`src/bicubic_settings.svh`:
```
`ifndef BICUBIC_SETTINGS_SVH
`define BICUBIC_SETTINGS_SVH

// source image is square
`define IMG_W 100

`define PIX_W 8
`define FRAC_W 8    // Q0.8

// row, column, quotient and remainder
`define COORD_W 7

// {row, col} for the SRAM, row*100+col for the ROM
`define ADDR_W 14

`endif

```
`src/scaler_pkg.sv`:
```
`include "bicubic_settings.svh"

package scaler_pkg;

    typedef logic [`COORD_W-1:0] coord_t;

    // source window and target size
    typedef struct packed {
        logic [`COORD_W-1:0] v0;
        logic [`COORD_W-1:0] h0;
        logic [4:0]          sw;
        logic [4:0]          sh;
        logic [5:0]          tw;
        logic [5:0]          th;
    } scale_cfg_t;

    // one target pixel with its source position
    typedef struct packed {
        coord_t tgt_row;
        coord_t tgt_col;
        coord_t quot_v;
        coord_t quot_h;
        coord_t rem_v;
        coord_t rem_h;
    } pixel_job_t;

    typedef enum logic [2:0] {
        IDLE,
        DIVIDE,
        FETCH,
        HPASS,   // last row draining, vertical frac loading
        VPASS,
        WRITE
    } seq_state_e;

endpackage

```
`src/mem_pkg.sv`:
```
`include "bicubic_settings.svh"

package mem_pkg;

    typedef logic [`PIX_W-1:0] pixel_t;

    typedef struct packed {
        logic              cen_n;   // active low
        logic [`ADDR_W-1:0] addr;
    } rom_req_t;

    typedef struct packed {
        logic              cen_n;
        logic              wen_n;   // low = write
        logic [`ADDR_W-1:0] addr;
        pixel_t            data;
    } sram_req_t;

    typedef enum logic {
        OP_HOLD,
        OP_WRITE
    } sram_op_e;

endpackage

```
`src/frac_divider.sv`:
```
`timescale 1ns/10ps
`include "bicubic_settings.svh"

module frac_divider (
    input  logic               CLK,
    input  logic               RST,
    input  logic               start_i,
    input  scaler_pkg::coord_t rem_i,
    input  scaler_pkg::coord_t span_i,
    output mem_pkg::pixel_t    frac_o,
    output logic               done_o
);
    import scaler_pkg::*;

    coord_t           part_q;     // partial remainder, always below span
    coord_t           span_q;
    logic [3:0]       iter_q;
    logic [`COORD_W:0] shifted;
    logic             fits;

    assign shifted = {part_q, 1'b0};
    assign fits    = (shifted >= {1'b0, span_q});

    always_ff @(posedge CLK) begin
        if (RST) begin
            iter_q <= '0;
            done_o <= 1'b0;
        end else begin
            done_o <= 1'b0;
            if (start_i) begin
                iter_q <= 4'(`FRAC_W);
            end else if (iter_q != '0) begin
                iter_q <= iter_q - 4'd1;
                if (iter_q == 4'd1) begin
                    done_o <= 1'b1;
                end
            end
        end
    end

    // one quotient bit per cycle, msb first
    always_ff @(posedge CLK) begin
        if (start_i) begin
            part_q <= rem_i;
            span_q <= span_i;
        end else if (iter_q != '0) begin
            part_q <= fits ? coord_t'(shifted - {1'b0, span_q}) : coord_t'(shifted);
            frac_o <= {frac_o[`FRAC_W-2:0], fits};
        end
    end

endmodule

```
`src/cubic_engine.sv`:
```
`timescale 1ns/10ps

module cubic_engine (
    input  logic            CLK,
    input  logic            RST,
    input  logic            load_i,
    input  mem_pkg::pixel_t frac_i,
    input  mem_pkg::pixel_t p_i,
    input  logic            p_valid_i,
    output mem_pkg::pixel_t res_o,
    output logic            res_valid_o
);
    import mem_pkg::*;

    localparam int ACC_W = 22;
    localparam logic signed [ACC_W-1:0] HALF = ACC_W'(256);

    pixel_t f1_q, x2_1_q;           // stage 1
    logic   st1_vld_q;
    pixel_t frac_q, x2_q, x3_q;     // set used by the MAC
    logic [15:0] sq, cu;

    logic signed [11:0]      f_s, x2_s, x3_s, coef;
    logic signed [ACC_W-1:0] term, sum, acc_q, rnd;
    logic [1:0]              idx_q;

    assign sq = frac_i * frac_i + 16'd128;
    assign cu = x2_1_q * f1_q + 16'd128;

    always_ff @(posedge CLK) begin
        if (load_i) begin
            f1_q   <= frac_i;
            x2_1_q <= sq[15:8];
        end
        if (st1_vld_q) begin
            frac_q <= f1_q;
            x2_q   <= x2_1_q;
            x3_q   <= cu[15:8];
        end
    end

    assign f_s  = $signed({4'b0, frac_q});
    assign x2_s = $signed({4'b0, x2_q});
    assign x3_s = $signed({4'b0, x3_q});

    // Catmull-Rom weight of tap idx, scaled by 512
    always_comb begin
        case (idx_q)
            2'd0:    coef = (x2_s <<< 1) - f_s - x3_s;
            2'd1:    coef = 12'sd512 - 12'sd5 * x2_s + 12'sd3 * x3_s;
            2'd2:    coef = f_s + (x2_s <<< 2) - 12'sd3 * x3_s;
            default: coef = x3_s - x2_s;
        endcase
    end

    assign term = ACC_W'(coef) * ACC_W'($signed({1'b0, p_i}));
    assign sum  = (idx_q == 2'd0) ? term : acc_q + term;
    assign rnd  = (sum + HALF) >>> 9;

    always_ff @(posedge CLK) begin
        if (RST) begin
            st1_vld_q   <= 1'b0;
            idx_q       <= '0;
            res_valid_o <= 1'b0;
        end else begin
            st1_vld_q   <= load_i;
            res_valid_o <= p_valid_i && (idx_q == 2'd3);
            if (p_valid_i) begin
                idx_q <= idx_q + 2'd1;
            end
        end
    end

    always_ff @(posedge CLK) begin
        if (p_valid_i) begin
            acc_q <= sum;
            if (idx_q == 2'd3) begin
                if (rnd[ACC_W-1]) begin
                    res_o <= '0;          // undershoot
                end else if (|rnd[ACC_W-2:8]) begin
                    res_o <= '1;
                end else begin
                    res_o <= rnd[7:0];
                end
            end
        end
    end

endmodule

```
`src/scale_stepper.sv`:
```
`timescale 1ns/10ps

module scale_stepper (
    input  logic                   CLK,
    input  logic                   RST,
    input  scaler_pkg::scale_cfg_t cfg_i,
    input  logic                   pixel_done_i,
    output scaler_pkg::pixel_job_t job_o,
    output logic                   job_valid_o,
    output logic                   done_o
);
    import scaler_pkg::*;

    coord_t row_q, col_q;
    coord_t quot_v_q, quot_h_q;
    coord_t rem_v_q, rem_h_q;
    logic   started_q;

    coord_t span_v, span_h;   // T-1
    coord_t inc_v, inc_h;     // S-1
    coord_t sum_v, sum_h;
    logic   carry_v, carry_h;
    logic   last_row, last_col;

    assign span_v = coord_t'(cfg_i.th) - coord_t'(1);
    assign span_h = coord_t'(cfg_i.tw) - coord_t'(1);
    assign inc_v  = coord_t'(cfg_i.sh) - coord_t'(1);
    assign inc_h  = coord_t'(cfg_i.sw) - coord_t'(1);

    assign sum_v   = rem_v_q + inc_v;
    assign sum_h   = rem_h_q + inc_h;
    assign carry_v = (sum_v >= span_v);
    assign carry_h = (sum_h >= span_h);

    assign last_row = (row_q == span_v);
    assign last_col = (col_q == span_h);

    always_ff @(posedge CLK) begin
        if (RST) begin
            row_q       <= '0;
            col_q       <= '0;
            quot_v_q    <= '0;
            quot_h_q    <= '0;
            rem_v_q     <= '0;
            rem_h_q     <= '0;
            started_q   <= 1'b0;
            job_valid_o <= 1'b0;
            done_o      <= 1'b0;
        end else begin
            started_q   <= 1'b1;
            job_valid_o <= !started_q;   // first job right out of reset
            if (pixel_done_i && !done_o) begin
                if (last_row) begin
                    // column finished, rewind rows
                    row_q    <= '0;
                    quot_v_q <= '0;
                    rem_v_q  <= '0;
                    if (last_col) begin
                        done_o <= 1'b1;
                    end else begin
                        col_q       <= col_q + coord_t'(1);
                        rem_h_q     <= carry_h ? sum_h - span_h : sum_h;
                        quot_h_q    <= quot_h_q + coord_t'(carry_h);
                        job_valid_o <= 1'b1;
                    end
                end else begin
                    row_q       <= row_q + coord_t'(1);
                    rem_v_q     <= carry_v ? sum_v - span_v : sum_v;
                    quot_v_q    <= quot_v_q + coord_t'(carry_v);
                    job_valid_o <= 1'b1;
                end
            end
        end
    end

    assign job_o = '{
        tgt_row: row_q,
        tgt_col: col_q,
        quot_v:  quot_v_q,
        quot_h:  quot_h_q,
        rem_v:   rem_v_q,
        rem_h:   rem_h_q
    };

endmodule

```
`src/pixel_sequencer.sv`:
```
`timescale 1ns/10ps
`include "bicubic_settings.svh"

module pixel_sequencer (
    input  logic                   CLK,
    input  logic                   RST,
    input  scaler_pkg::scale_cfg_t cfg_i,
    input  scaler_pkg::pixel_job_t job_i,
    input  logic                   job_valid_i,
    input  mem_pkg::pixel_t        rom_data_i,
    output mem_pkg::rom_req_t      rom_o,
    output mem_pkg::sram_req_t     sram_o,
    output logic                   pixel_done_o,
    output logic                   div_start_o,
    input  mem_pkg::pixel_t        frac_h_i,
    input  mem_pkg::pixel_t        frac_v_i,
    input  logic                   div_done_i,
    output logic                   eng_load_o,
    output mem_pkg::pixel_t        eng_frac_o,
    output mem_pkg::pixel_t        eng_p_o,
    output logic                   eng_p_valid_o,
    input  mem_pkg::pixel_t        eng_res_i,
    input  logic                   eng_res_valid_i
);
    import scaler_pkg::*;
    import mem_pkg::*;

    seq_state_e state_q;
    logic [3:0] cnt_q;       // window read index, then vertical tap
    logic [1:0] res_cnt_q;   // horizontal results collected
    logic       p_vld_q;     // rom byte on rom_data_i this cycle
    pixel_t     colbuf [4];

    logic [`ADDR_W-1:0] src_row;
    logic [`ADDR_W-1:0] src_col;
    sram_op_e           sram_op;

    always_ff @(posedge CLK) begin
        if (RST) begin
            state_q     <= IDLE;
            cnt_q       <= '0;
            res_cnt_q   <= '0;
            p_vld_q     <= 1'b0;
            div_start_o <= 1'b0;
        end else begin
            div_start_o <= 1'b0;
            p_vld_q     <= (state_q == FETCH);
            if (eng_res_valid_i && (state_q == FETCH || state_q == HPASS)) begin
                res_cnt_q <= res_cnt_q + 2'd1;
            end
            case (state_q)
                IDLE: begin
                    if (job_valid_i) begin
                        state_q     <= DIVIDE;
                        div_start_o <= 1'b1;
                    end
                end
                DIVIDE: begin
                    if (div_done_i) begin
                        state_q <= FETCH;
                        cnt_q   <= '0;
                    end
                end
                FETCH: begin
                    cnt_q <= cnt_q + 4'd1;
                    if (cnt_q == 4'd15) begin
                        state_q <= HPASS;
                    end
                end
                HPASS: begin
                    // wait for the fourth row result
                    if (eng_res_valid_i && res_cnt_q == 2'd3) begin
                        state_q <= VPASS;
                        cnt_q   <= '0;
                    end
                end
                VPASS: begin
                    cnt_q <= cnt_q + 4'd1;
                    if (cnt_q == 4'd3) begin
                        state_q <= WRITE;
                    end
                end
                WRITE: begin
                    if (eng_res_valid_i) begin
                        state_q <= IDLE;
                    end
                end
                default: state_q <= IDLE;
            endcase
        end
    end

    always_ff @(posedge CLK) begin
        if (eng_res_valid_i && state_q != WRITE) begin
            colbuf[res_cnt_q] <= eng_res_i;
        end
    end

    // window is rows quot_v-1..quot_v+2, cols quot_h-1..quot_h+2
    assign src_row = `ADDR_W'(cfg_i.v0) + `ADDR_W'(job_i.quot_v)
                   + `ADDR_W'(cnt_q[3:2]) - `ADDR_W'(1);
    assign src_col = `ADDR_W'(cfg_i.h0) + `ADDR_W'(job_i.quot_h)
                   + `ADDR_W'(cnt_q[1:0]) - `ADDR_W'(1);

    always_comb begin
        rom_o.cen_n = (state_q != FETCH);
        rom_o.addr  = src_row * `ADDR_W'(`IMG_W) + src_col;
    end

    // horizontal frac when the dividers finish, vertical one with the last rom byte
    assign eng_load_o    = (state_q == DIVIDE && div_done_i) || (state_q == HPASS && p_vld_q);
    assign eng_frac_o    = (state_q == DIVIDE) ? frac_h_i : frac_v_i;
    assign eng_p_valid_o = p_vld_q || (state_q == VPASS);
    assign eng_p_o       = (state_q == VPASS) ? colbuf[cnt_q[1:0]] : rom_data_i;

    assign sram_op      = (state_q == WRITE && eng_res_valid_i) ? OP_WRITE : OP_HOLD;
    assign pixel_done_o = (sram_op == OP_WRITE);

    always_comb begin
        sram_o.cen_n = (sram_op == OP_HOLD);
        sram_o.wen_n = (sram_op == OP_HOLD);
        sram_o.addr  = {job_i.tgt_row, job_i.tgt_col};
        sram_o.data  = eng_res_i;
    end

endmodule

```
`src/bicubic_top.sv`:
```
`timescale 1ns/10ps

module bicubic_top (
    input  logic                   CLK,
    input  logic                   RST,
    input  scaler_pkg::scale_cfg_t cfg_i,
    input  mem_pkg::pixel_t        rom_data_i,
    output mem_pkg::rom_req_t      rom_o,
    output mem_pkg::sram_req_t     sram_o,
    output logic                   done_o
);
    import scaler_pkg::*;
    import mem_pkg::*;

    pixel_job_t job;
    logic       job_valid;
    logic       pixel_done;

    logic       div_start;
    logic       div_done;
    pixel_t     frac_h;
    pixel_t     frac_v;

    logic       eng_load;
    pixel_t     eng_frac;
    pixel_t     eng_p;
    logic       eng_p_valid;
    pixel_t     eng_res;
    logic       eng_res_valid;

    scale_stepper stepper_i (
        .CLK          (CLK),
        .RST          (RST),
        .cfg_i        (cfg_i),
        .pixel_done_i (pixel_done),
        .job_o        (job),
        .job_valid_o  (job_valid),
        .done_o       (done_o)
    );

    // job stays put until pixel_done, so the remainders feed the dividers directly
    frac_divider div_h_i (
        .CLK     (CLK),
        .RST     (RST),
        .start_i (div_start),
        .rem_i   (job.rem_h),
        .span_i  (coord_t'(cfg_i.tw) - coord_t'(1)),
        .frac_o  (frac_h),
        .done_o  (div_done)
    );

    frac_divider div_v_i (
        .CLK     (CLK),
        .RST     (RST),
        .start_i (div_start),
        .rem_i   (job.rem_v),
        .span_i  (coord_t'(cfg_i.th) - coord_t'(1)),
        .frac_o  (frac_v),
        .done_o  ()         // same latency as div_h_i
    );

    pixel_sequencer seq_i (
        .CLK             (CLK),
        .RST             (RST),
        .cfg_i           (cfg_i),
        .job_i           (job),
        .job_valid_i     (job_valid),
        .rom_data_i      (rom_data_i),
        .rom_o           (rom_o),
        .sram_o          (sram_o),
        .pixel_done_o    (pixel_done),
        .div_start_o     (div_start),
        .frac_h_i        (frac_h),
        .frac_v_i        (frac_v),
        .div_done_i      (div_done),
        .eng_load_o      (eng_load),
        .eng_frac_o      (eng_frac),
        .eng_p_o         (eng_p),
        .eng_p_valid_o   (eng_p_valid),
        .eng_res_i       (eng_res),
        .eng_res_valid_i (eng_res_valid)
    );

    cubic_engine engine_i (
        .CLK         (CLK),
        .RST         (RST),
        .load_i      (eng_load),
        .frac_i      (eng_frac),
        .p_i         (eng_p),
        .p_valid_i   (eng_p_valid),
        .res_o       (eng_res),
        .res_valid_o (eng_res_valid)
    );

endmodule

```
`config.mk`:
```
export PLATFORM = sky130hd
export DESIGN_NAME = bicubic_top
export DESIGN_NICKNAME = d
export VERILOG_FILES = /design/src/scaler_pkg.sv /design/src/mem_pkg.sv /design/src/frac_divider.sv /design/src/cubic_engine.sv /design/src/scale_stepper.sv /design/src/pixel_sequencer.sv /design/src/bicubic_top.sv
export VERILOG_INCLUDE_DIRS = /design/src /design/src/src
export SDC_FILE = /design/constraint.sdc
export NUM_CORES = 1
export LEC_CHECK = 0
export BUFFER_PORTS_ARGS = -buffer_cell sky130_fd_sc_hd__buf_2
export CAP_MARGIN = 20
export CORE_AREA = 2 2 205 207
export DETAILED_ROUTE_END_ITERATION = 10
export DIE_AREA = 0 0 207 209
export HOLD_SLACK_MARGIN = 0.05
export PLACE_DENSITY = 0.83
export SYNTH_ARGS = -nofsm -noshare
export SYNTH_HDL_FRONTEND = slang
export SYNTH_SLANG_ARGS = --single-unit
```
`constraint.sdc`:
```
create_clock -name CLK -period 10.63 [get_ports CLK]
set_input_delay 0.5315 -clock CLK [delete_from_list [all_inputs] [get_ports CLK]]
set_output_delay 0.5315 -clock CLK [all_outputs]
set_load 0.005 [all_outputs]
```
**Word level (Yosys, flattened, before mapping)**

Memory sizes are Yosys's and may differ from the RTL's. A register that Yosys moved wholly into a read port is not among the register bits.
Cells that the tools add are included.
W data, S select, Z words.

- Bits in registers: 183
- RAM bits: 32
- Input bits: 46
- Output and inout bits: 40
- Memories: 1

Memories:

| name | words | bits a word | read ports | clocked after Yosys merged registers in | write ports | line | RTL |
|---|---|---|---|---|---|---|---|
| seq_i.colbuf | 4 | 8 | 1 | 1 | 1 | pixel_sequencer.sv:32 | `pixel_t colbuf [4];` |

- $add $sub $neg: 37
- Multipliers: 6
- $lt $le $gt $ge: 4
- Equal/unequal tests: 22
- Mux-type cells: 41
- Bitwise gates (word level): 5
- Reductions and logical operators: 32

Operator list:

| kind | number |
|---|---|
| $mux W7 | 11 |
| $pmux W12 S3 | 1 |
| $add A16 B8 Y16 const B | 2 |
| $mul A8 B8 Y16 | 2 |
| $add A14 B2 Y14 | 2 |
| $sub A14 B1 Y14 const B | 2 |
| $sub A7 B7 Y7 | 4 |
| $mux W4 | 6 |
| $mux W8 | 3 |
| $add A22 B10 Y22 const B | 1 |
| $add A22 B22 Y22 | 1 |
| $mux W22 | 1 |
| $mul A12 B9 Y21 | 1 |
| $mux W3 | 6 |
| $pmux W3 S6 | 1 |
| $add A7 B7 Y8 | 2 |
| $ge A8 B7 Y1 | 2 |
| $add A14 B14 Y14 | 1 |
| $add A7 B1 Y7 | 2 |
| $add A7 B1 Y7 const B | 2 |
| $add A7 B7 Y7 | 2 |
| $eq A7 B7 Y1 | 2 |
| $ge A7 B7 Y1 | 2 |
| $mul A14 B5 Y12 const B | 1 |
| 44 further kinds | 87 |

**Depth between registers and ports, before layout**

Gate-level depths: netlist (run 1).

- Word-level depth: 10
- Depth in mapped cells: 44
- Gate-level depth less buffers: 44

**By module**

From an unflattened synthesis (run 1), not the netlist that was laid out.

- Cell total of the unflattened synthesis: 2647
- Area, all modules: 24893.9 µm²

By module, submodules not included:

| module | instances | cells an instance | area an instance (µm²) | seq. area each (µm²) |
|---|---|---|---|---|
| cubic_engine | 1 | 1494 | 13694.4 | 2182.1 |
| pixel_sequencer | 1 | 453 | 4543.1 | 1221.2 |
| scale_stepper | 1 | 420 | 3575.9 | 900.9 |
| frac_divider | 2 | 126 | 1445.1 | 760.7 |
| bicubic_top | 1 | 28 | 190.2 | 0.0 |

**Worst setup path after synthesis (run 1)**

Ideal clock, no wire load.

- Path type: register to register
- From: reg engine_i.x2_q[1]
- To: reg engine_i.res_o[0] (data pin)
- Setup time: 0.277 ns
- Arrival time: 9.678 ns
- Data required time: 10.353 ns
- Path slack: 0.675 ns
- Stages on the path, launching flop included: 42
- Path buffers: 1
- Period minus slack after synthesis: 9.955 ns
- Cell sequence: edfxtp_1 > ha_1 > ha_1 > fa_1 > a21o_1 > a21oi_1 > o21bai_1 > a21oi_1 > xnor2_1 > ha_1 > inv_1 > ha_1 > a21o_1 > a31oi_1 > xor2_1 > nor2_1 > or3_1 > o21ai_0 > (+6 left out) > inv_1 > ha_1 > or2_1 > a21o_1 > o211a_1 > or2_2 > ha_1 > clkbuf_1 > nor2_1 > mux2_1 > a311oi_1 > nand3_1 > o41ai_1 > and2_1 > nand4b_1 > nor3b_1 > xor2_1 > a21oi_1

- Longest elaborated chain between the ends: 10

RTL lines:

| item | line | RTL |
|---|---|---|
| from (decl) | cubic_engine.sv:20 | `pixel_t frac_q, x2_q, x3_q;` |
| from (signal assigned) | cubic_engine.sv:37 | `x2_q <= x2_1_q;` |
| $mul A3 B8 Y11 | cubic_engine.sv:50 | `2'd1: coef = 12'sd512 - 12'sd5 * x2_s + 12'sd3 * x3_s;` |
| $sub A11 B12 Y12 | cubic_engine.sv:50 |  |
| $add A12 B12 Y12 | cubic_engine.sv:50 |  |
| $pmux W12 S3 * | cubic_engine.sv:48 | `case (idx_q)` |
| $mul A12 B9 Y21 * | cubic_engine.sv:56 | `assign term = ACC_W'(coef) * ACC_W'($signed({1'b0, p_i}));` |
| $add A22 B22 Y22 | cubic_engine.sv:57 | `assign sum = (idx_q == 2'd0) ? term : acc_q + term;` |
| $mux W22 * | cubic_engine.sv:57 |  |
| $add A22 B10 Y22 * | cubic_engine.sv:58 | `assign rnd = (sum + HALF) >>> 9;` |
| $reduce_or A5 Y1 | cubic_engine.sv:80 | `end else if (\|rnd[ACC_W-2:8]) begin` |
| $mux W8 | cubic_engine.sv:80 |  |
| to (signal assigned) | cubic_engine.sv:83 | `res_o <= rnd[7:0];` |
| to (decl) | cubic_engine.sv:10 | `output mem_pkg::pixel_t res_o,` |

Every way passes the cells marked *; elsewhere a longest branch is shown, timed or not.
A chain may end at the register's enable or synchronous reset.

**Final worst setup path (run 1)**

- From: reg engine_i.x2_q[1]
- To: reg engine_i.res_o[2] (data pin)

Same word-level chain as after synthesis.

==> results of run 1 <==
## metrics by stage
stage	instance area [um^2]	utilization, %	setup WS [ns]	cells
after floorplan	23900	-	0.675	2587
after global placement	24900	60.2	0.219	3172
after detailed placement	24900	60.3	-0.0306	3173
after CTS	25800	62.4	0.0233	3220
after global routing	26200	63.4	-0.0820	3239
final	26200	63.4	0.418	3239
## cells in the mapped netlist (16+ instances only)
| library cell | instances |
|---|---|
| o21bai_1 | 31 |
| nor3_1 | 33 |
| fa_1 | 161 |
| nor2b_1 | 45 |
| xnor2_1 | 132 |
| buf_4 | 18 |
| nor2_1 | 202 |
| xor2_1 | 74 |
| nand2_1 | 152 |
| a211oi_1 | 23 |
| o21ai_1 | 16 |
| clkbuf_1 | 33 |
| nand2b_1 | 27 |
| mux2_2 | 16 |
| nand4_1 | 23 |
| dfxtp_1 | 71 |
| and3_1 | 21 |
| mux2i_1 | 31 |
| o21ai_0 | 72 |
| a21oi_1 | 154 |
| edfxtp_1 | 146 |
| ha_1 | 340 |
| nand3_1 | 23 |
| a21o_1 | 57 |
| and2_1 | 54 |
| inv_1 | 425 |
## metal layers
metal / share of wire (%) / track usage, %
met1: 42 / 31.4
met2: 49 / 42.9
met3: 5.9 / 3.59
met4: 3.2 / 8.50
met5: 0 / 0
## final cells by class
| type | count | area, um^2 | area share, % |
|---|---|---|---|
| multi-input combinational | 1886 | 16500 | 62.9 |
| sequential | 217 | 5810 | 22.2 |
| inverter | 426 | 1600 | 6.11 |
| timing repair buffer | 126 | 753 | 2.88 |
| clock buffer | 32 | 682 | 2.61 |
| tap | 539 | 674 | 2.58 |
| clock inverter | 13 | 181 | 0.694 |
## path summary, 6_finish.rpt
kind / startpoint / endpoint / slack, ns
setup reg to reg: engine_i.x2_q[1] / engine_i.res_o[2] / 0.42
hold reg to reg: stepper_i.started_q / stepper_i.job_valid_o / 0.42
setup / recovery: engine_i.x2_q[1] / engine_i.res_o[2] / 0.42
hold / removal: cfg_i[0] / div_v_i.span_q[0] / 0.38
## worst max-delay path: cells and delay by family, from the launching register on
family | cells | cell delay, ns
buffers and inverters | 5 | 0.47
xor gates and xnor gates | 2 | 0.36
adders and majority gates | 11 | 4.08
muxes | 1 | 0.31
AOI/OAI and AO/OA | 13 | 2.54
DFF | 1 | 0.44
and+or+nand+nor | 8 | 1.71
## sequential cells by signal (all words and copies together), names as in the netlist, 8 cells and up, named ones only
name and flops:
engine_i.frac_q 8, div_v_i.frac_o 8, div_h_i.frac_o 8, engine_i.acc_q 22, engine_i.res_o 8, seq_i.colbuf 32, engine_i.f1_q 8, engine_i.x2_q 8
engine_i.x3_q 8, engine_i.x2_1_q 8
## repair_timing
item / in CTS / in global routing
resized for setup: 4 / 53
buffers inserted: 2 / 16
gates cloned: 0 / 1
pin swaps: 0 / 14
endpoints found under the setup margin: 8 / 9
## kinds of logic after synthesis
family,count (synthesis),synth area share [%]
AND/OR/NAND/NOR,649,13.2
adder cells (fa/ha/maj),501,31.3
buffers and inverters,484,7.89
AO/OA/AOI/OAI,473,12.8
flip-flops,217,24.3
XOR/XNOR,207,7.64
multiplexers,56,2.85
==> flow_summary.ini, run 1 <==
[grt]
antenna_found_initial = 0
grt_pass1_vias = 18813
grt_pass1_wl_um = 89500
grt.overflow.total = 0
grt_start_max_net_pins = 53
track_usage_pct = 24.7

[setup_path]
crit_path_frequent_cell = fa_1
required_ns = 10.92
cp.arrival_ns = 10.51
critPathKind = register to register
start_kind = register
cp_max_fo = 9
max_stage_delay_ns = 0.53
crit_slowest_cell = fa_1
end_kind = register
worst_r2r_path_depth = 40

[timing]
worstMarginPinSlew_ns = 1.03
maxSlewViolCount = 0
finalSetupViolCount = 0
post-route-period-util_pct = 96.1
post-route-min-period_ns = 10.21
clock-skew-final_ns = 0.0423
final.setup.tns_ns = 0
worst_hold_slack_ns = 0.381
max_freq_mhz = 97.9
hold_viol = 0
relSlewSlack_pct = 29.3

[routing]
vias_per_cell = 5.74
ant_nets = 0
firstDrtPassIters = 5
routed-via-count = 18586
wl_um = 54000
routedWlPerCell_um = 16.7
drc = 0
dr.first_iter.drc_count = 1248

[synth]
synth.largest_area_cell = edfxtp_1
synth-seq-cells = 217
synthTopCellsByArea = edfxtp_1, ha_1, fa_1
avgSynthCellArea_um2 = 9.24
ys_seq_area_share_pct = 24.3
synth.cell_area_um2 = 23900
synth_edf_count = 146
synth-main-ff-cell = edfxtp_1
yosysTopAreaCellShare_pct = 18.3
async_flop_share_pct = 0
synth_cells = 2587
synth_nets = 3134
ys_types = 81
synth_warnings = 0

[floorplanning]
fp.dieH_um = 209
dieArea_um2 = 43300
core_area_um2 = 41300
rows = 75
initial_utilization_pct = 57.9
die_w_um = 207
io_pins = 86

[min_path]
hold_class = input pin to register
holdPathStages = 2

[layout]
fill_cells = 3271
nets = 3229
area_delta_synth_final_pct = 9.43
mostFrequentLayoutCells = inv_1, ha_1, nor2_1, fa_1, nand2_1
drive_above_1_share_pct = 9.56
diodes = 0
final_common_cell = inv_1

[cts]
numCtsBuffers = 25
cts_tree = yes
clk_pin_slew_ns = 0.06
ctsHtreeMaxLevel = 1
cts.sinks = 217
cts_max_path_buffers = 3
ctsHoldBuffers = 0
cts_root_buf = clkbuf_16
clock_latency_ns = 0.57

[place]
io_buffers = 85
hpwl_um = 42800
gp_congestion = 0.940

[flow_run]
cap_viol_max_count = 0

[run_status]
status = finished, final reports clean
Power of run 1 is not shown: default switching activity piles up to over one toggle a cycle in this logic, so the estimate is an artifact.
==> run 2, diff against run 1 <==
Settings changed: CORE_AREA 2 2 205 207 to 2 2 209 211, DIE_AREA 0 0 207 209 to 0 0 211 213, SYNTH_HIERARCHICAL set to 1.
==> flow_summary.ini, run 2 <==
[place]
gp_congestion = 0.927
placed_cell_area_um2 = 25700
io_buffers = 85
hpwl_um = 43100
dp_slack_ns = -0.176

[cts]
clock_latency_ns = 0.54
cts_tree = yes
numCtsBuffers = 25
cts.sinks = 217
ctsHtreeMaxLevel = 1
cts_max_path_buffers = 3
clk_pin_slew_ns = 0.06
cts_root_buf = clkbuf_16
ctsHoldBuffers = 0

[routing]
drc = 0
wl_met3_um = 3400
vias_per_cell = 5.80
top_layer = met5
wl_met2_um = 28100
routed-via-count = 19056
dr.first_iter.drc_count = 1107
wl_um = 56300
ant_nets = 0
wl_met1_um = 23100
firstDrtPassIters = 6
routedWlPerCell_um = 17.1

[floorplanning]
initial_utilization_pct = 58.2
fp.dieH_um = 213
dieArea_um2 = 44900
rows = 76
die_w_um = 211
io_pins = 86
core_area_um2 = 42700

[grt]
grt_pass1_wl_um = 92600
grt_start_max_net_pins = 58
track_usage_pct = 25.0
grt.overflow.total = 0
antenna_found_initial = 1
grt_pass1_vias = 19616

[setup_path]
end_kind = register
crit_slowest_cell = or4_4
required_ns = 10.91
worst-path-buf-inv = 2
cp_max_fo = 7
critPathTopFamily = adder cells
crit_path_frequent_cell = fa_1
max_stage_delay_ns = 0.59
timing.rr.start = engine_i/x3_q[1]
cp.arrival_ns = 10.51
cp-startpoint = engine_i/x3_q[1]
start_kind = register
critPathKind = register to register

[flow_run]
cap_viol_max_count = 0

[layout]
area_delta_synth_final_pct = 9.44
top_regs = seq_i/colbuf (32), engine_i/acc_q (22)
utilization_pct = 63.7
regMostFlops = seq_i/colbuf
nets = 3282
drive_above_1_share_pct = 12.2
final_common_cell = inv_1
mostFrequentLayoutCells = inv_1, ha_1, nand2_1, fa_1, edfxtp_1
finalInstanceArea_um2 = 27200
largest_reg_flops = 32
diodes = 0

[timing]
max_freq_mhz = 97.7
relSlewSlack_pct = 33.8
clock-skew-final_ns = 0.0146
maxSlewViolCount = 0
layout_setup_ws_ns = 0.398
final.setup.tns_ns = 0
finalSetupViolCount = 0
hold_viol = 0
post-route-period-util_pct = 96.3
post-route-min-period_ns = 10.23
worstMarginPinSlew_ns = 0.992

[synth]
synth_cells = 2643
synth.cell_area_um2 = 24800
avgSynthCellArea_um2 = 9.40
synth_warnings = 6
synth_nets = 3205

[min_path]
hold_class = input pin to register
worst_hold_startpoint = cfg_i[6]

[run_status]
status = finished, final reports clean
[run 2: final cells by class]
cell class	instances	area (um^2)
Clock buffer	33	676
Multi-Input combinational cell	1919	17500
Fill cell	3241	15500
Sequential cell	217	5810
Timing Repair Buffer	127	741
Inverter	430	1610
Tap cell	546	683
Clock inverter	12	155
[run 2: worst paths after layout]
path	endpoint	slack, ns	cells after the start
hold / removal	div_h_i/span_q[0]	0.35	2
setup reg to reg	engine_i/res_o[5]	0.40	38
setup / recovery	engine_i/res_o[5]	0.40	38
hold reg to reg	stepper_i/job_valid_o	0.41	1
[run 2: stage by stage]
step | hold slack [ns] | instances
after floorplan | 0.385 | 2643
after global placement | 0.395 | 3220
after detailed placement | 0.401 | 3220
after CTS | 0.333 | 3273
after global routing | 0.355 | 3284
final | 0.350 | 3284
[run 2: layer usage]
metal | global-route usage (%) | vias up
met1 | 30.8 | 9203
met5 | 0 | -
met4 | 7.58 | 2
met3 | 3.96 | 134
li1 | - | 9118
met2 | 45.1 | 599
[run 2: what timing repair did]
item | CTS | global route
resized for setup | 8 | 91
buffers inserted | 8 | 11
endpoints found under the setup margin | 8 | 9
cloned | 0 | 0
pin swaps | 2 | 33
Power of run 2 is left out for the same reason.
==> run 3, diff against run 2 <==
Settings changed: CORE_AREA 2 2 209 211 to 5 5 212 214, DIE_AREA 0 0 211 213 to 0 0 217 219, SETUP_SLACK_MARGIN set to 0.4.
Clock period 10.63 ns to 8.35 ns, I/O delays scaled along.
==> flow_summary.ini, run 3 (synthesis results as in run 2) <==
[run_status]
status = finished, violations left
failed_checks = negative setup slack

[setup_path]
worstReg2RegEnd = engine_i/res_o[6]
max_stage_delay_ns = 0.57
cp_max_fo = 8
critPathKind = register to register
required_ns = 8.65
timing.rr.start = engine_i/x3_q[1]
crit_path_frequent_cell = a21oi_2
end_kind = register
r2r_slack_ns = -1.66
crit_slowest_cell = or4_4
worst_r2r_path_depth = 42
start_kind = register
cp-endpoint = engine_i/res_o[6]
cp.arrival_ns = 10.30
cp-startpoint = engine_i/x3_q[1]

[routing]
ant_nets = 0
routed-via-count = 20137
vias_per_cell = 5.74
dr.first_iter.drc_count = 1321
routedWlPerCell_um = 17.1
wl_um = 59900
firstDrtPassIters = 6
drc = 0

[cts]
cts_max_path_buffers = 3
cts.sinks = 217
clk_pin_slew_ns = 0.07
numCtsBuffers = 24
ctsHtreeMaxLevel = 1
ctsHoldBuffers = 0
clock_latency_ns = 0.57
cts_root_buf = clkbuf_16
cts_tree = yes

[place]
hpwl_um = 46100
placed_cell_area_um2 = 27500
gp_congestion = 0.911
io_buffers = 85

[floorplanning]
fp.dieH_um = 219
core_area_um2 = 42700
dieArea_um2 = 47500
io_pins = 86
rows = 76
die_w_um = 217
initial_utilization_pct = 58.2

[timing]
layout_setup_ws_ns = -1.66
post-route-min-period_ns = 10.01
rsz0062_at_grt = true
maxSlewViolCount = 0
worstMarginPinSlew_ns = 1.02
worst_hold_slack_ns = 0.200
post-route-period-util_pct = 120
finalSetupViolCount = 21
hold_viol = 0
clock-skew-final_ns = 0.0193
max_freq_mhz = 99.9
relSlewSlack_pct = 32.1

[flow_run]
cap_viol_max_count = 0

[layout]
largest_reg_flops = 32
mostFrequentLayoutCells = inv_1, ha_1, buf_4, nand2_1, fa_1
area_delta_synth_final_pct = 19.0
diodes = 0
nets = 3505
fill_cells = 2898
drive_above_1_share_pct = 22.2
regMostFlops = seq_i/colbuf
finalInstanceArea_um2 = 29600
final_common_cell = inv_1
top_regs = seq_i/colbuf (32), engine_i/acc_q (22)

[min_path]
holdPathStages = 2
worst_hold_startpoint = cfg_i[6]
hold_class = input pin to register

[grt]
grt_pass1_wl_um = 101000
grt.overflow.total = 0
grt_start_max_net_pins = 58
antenna_found_initial = 0
grt_pass1_vias = 21296
track_usage_pct = 25.1
[run 3: what timing repair did]
action / 4_1_cts / 5_1_grt
gates resized for setup: 124 / 58
pin swaps: 65 / 77
setup buffers: 32 / 13
setup endpoints to repair: 22 / 23
hold endpoints to repair: 0 / 0
[run 3: worst min-delay path by stage]
stage,end
2_1_floorplan,stepper_i/job_valid_o
6_report,div_h_i/span_q[0]
3_3_place_gp,stepper_i/job_valid_o
4_1_cts,div_h_i/span_q[0]
5_1_grt,div_h_i/span_q[0]
3_5_place_dp,stepper_i/job_valid_o
[run 3: final cells by class]
class,instances,area (um^2),area share [%]
inverters,430,1620,5.47
clock inverters,17,283,0.956
clock buffers,27,622,2.10
repair buffers,351,2490,8.43
multi-input cells,1919,18100,61.1
well taps,546,683,2.31
flip-flops and latches,217,5810,19.6
[run 3: worst max-delay path, delay by kind of cell, from the launching register on]
kind                       cells  cell delay, ns
AOI/OAI and AO/OA             15            2.32
xor gates and xnor gates       3            0.58
adders and majority gates     10            3.87
buffers and inverters          6            0.50
DFF                            1            0.45
muxes                          1            0.13
and+or+nand+nor                7            1.87
[run 3: per-stage QoR]
stage                     utilization, %  TNS [ns]  worst slack (ns)  instances
after CTS                           68.5    -17.47             -1.44       3494
final                               69.3    -20.58             -1.66       3507
after global routing                69.3    -27.95             -1.98       3507
after floorplan                        -    -12.31             -1.17       2643
after global placement              64.4    -17.42             -1.40       3418
after detailed placement            64.4    -21.71             -1.67       3418
[run 3: routing by layer]
layer	track usage, %	up-vias	part of all wire [%]
met4	8.34	0	3.4
met2	44.8	615	50
met3	3.81	176	5.5
met5	0	-	0
met1	31.2	9763	41
li1	-	9583	-
Power of run 3 is left out for the same reason.
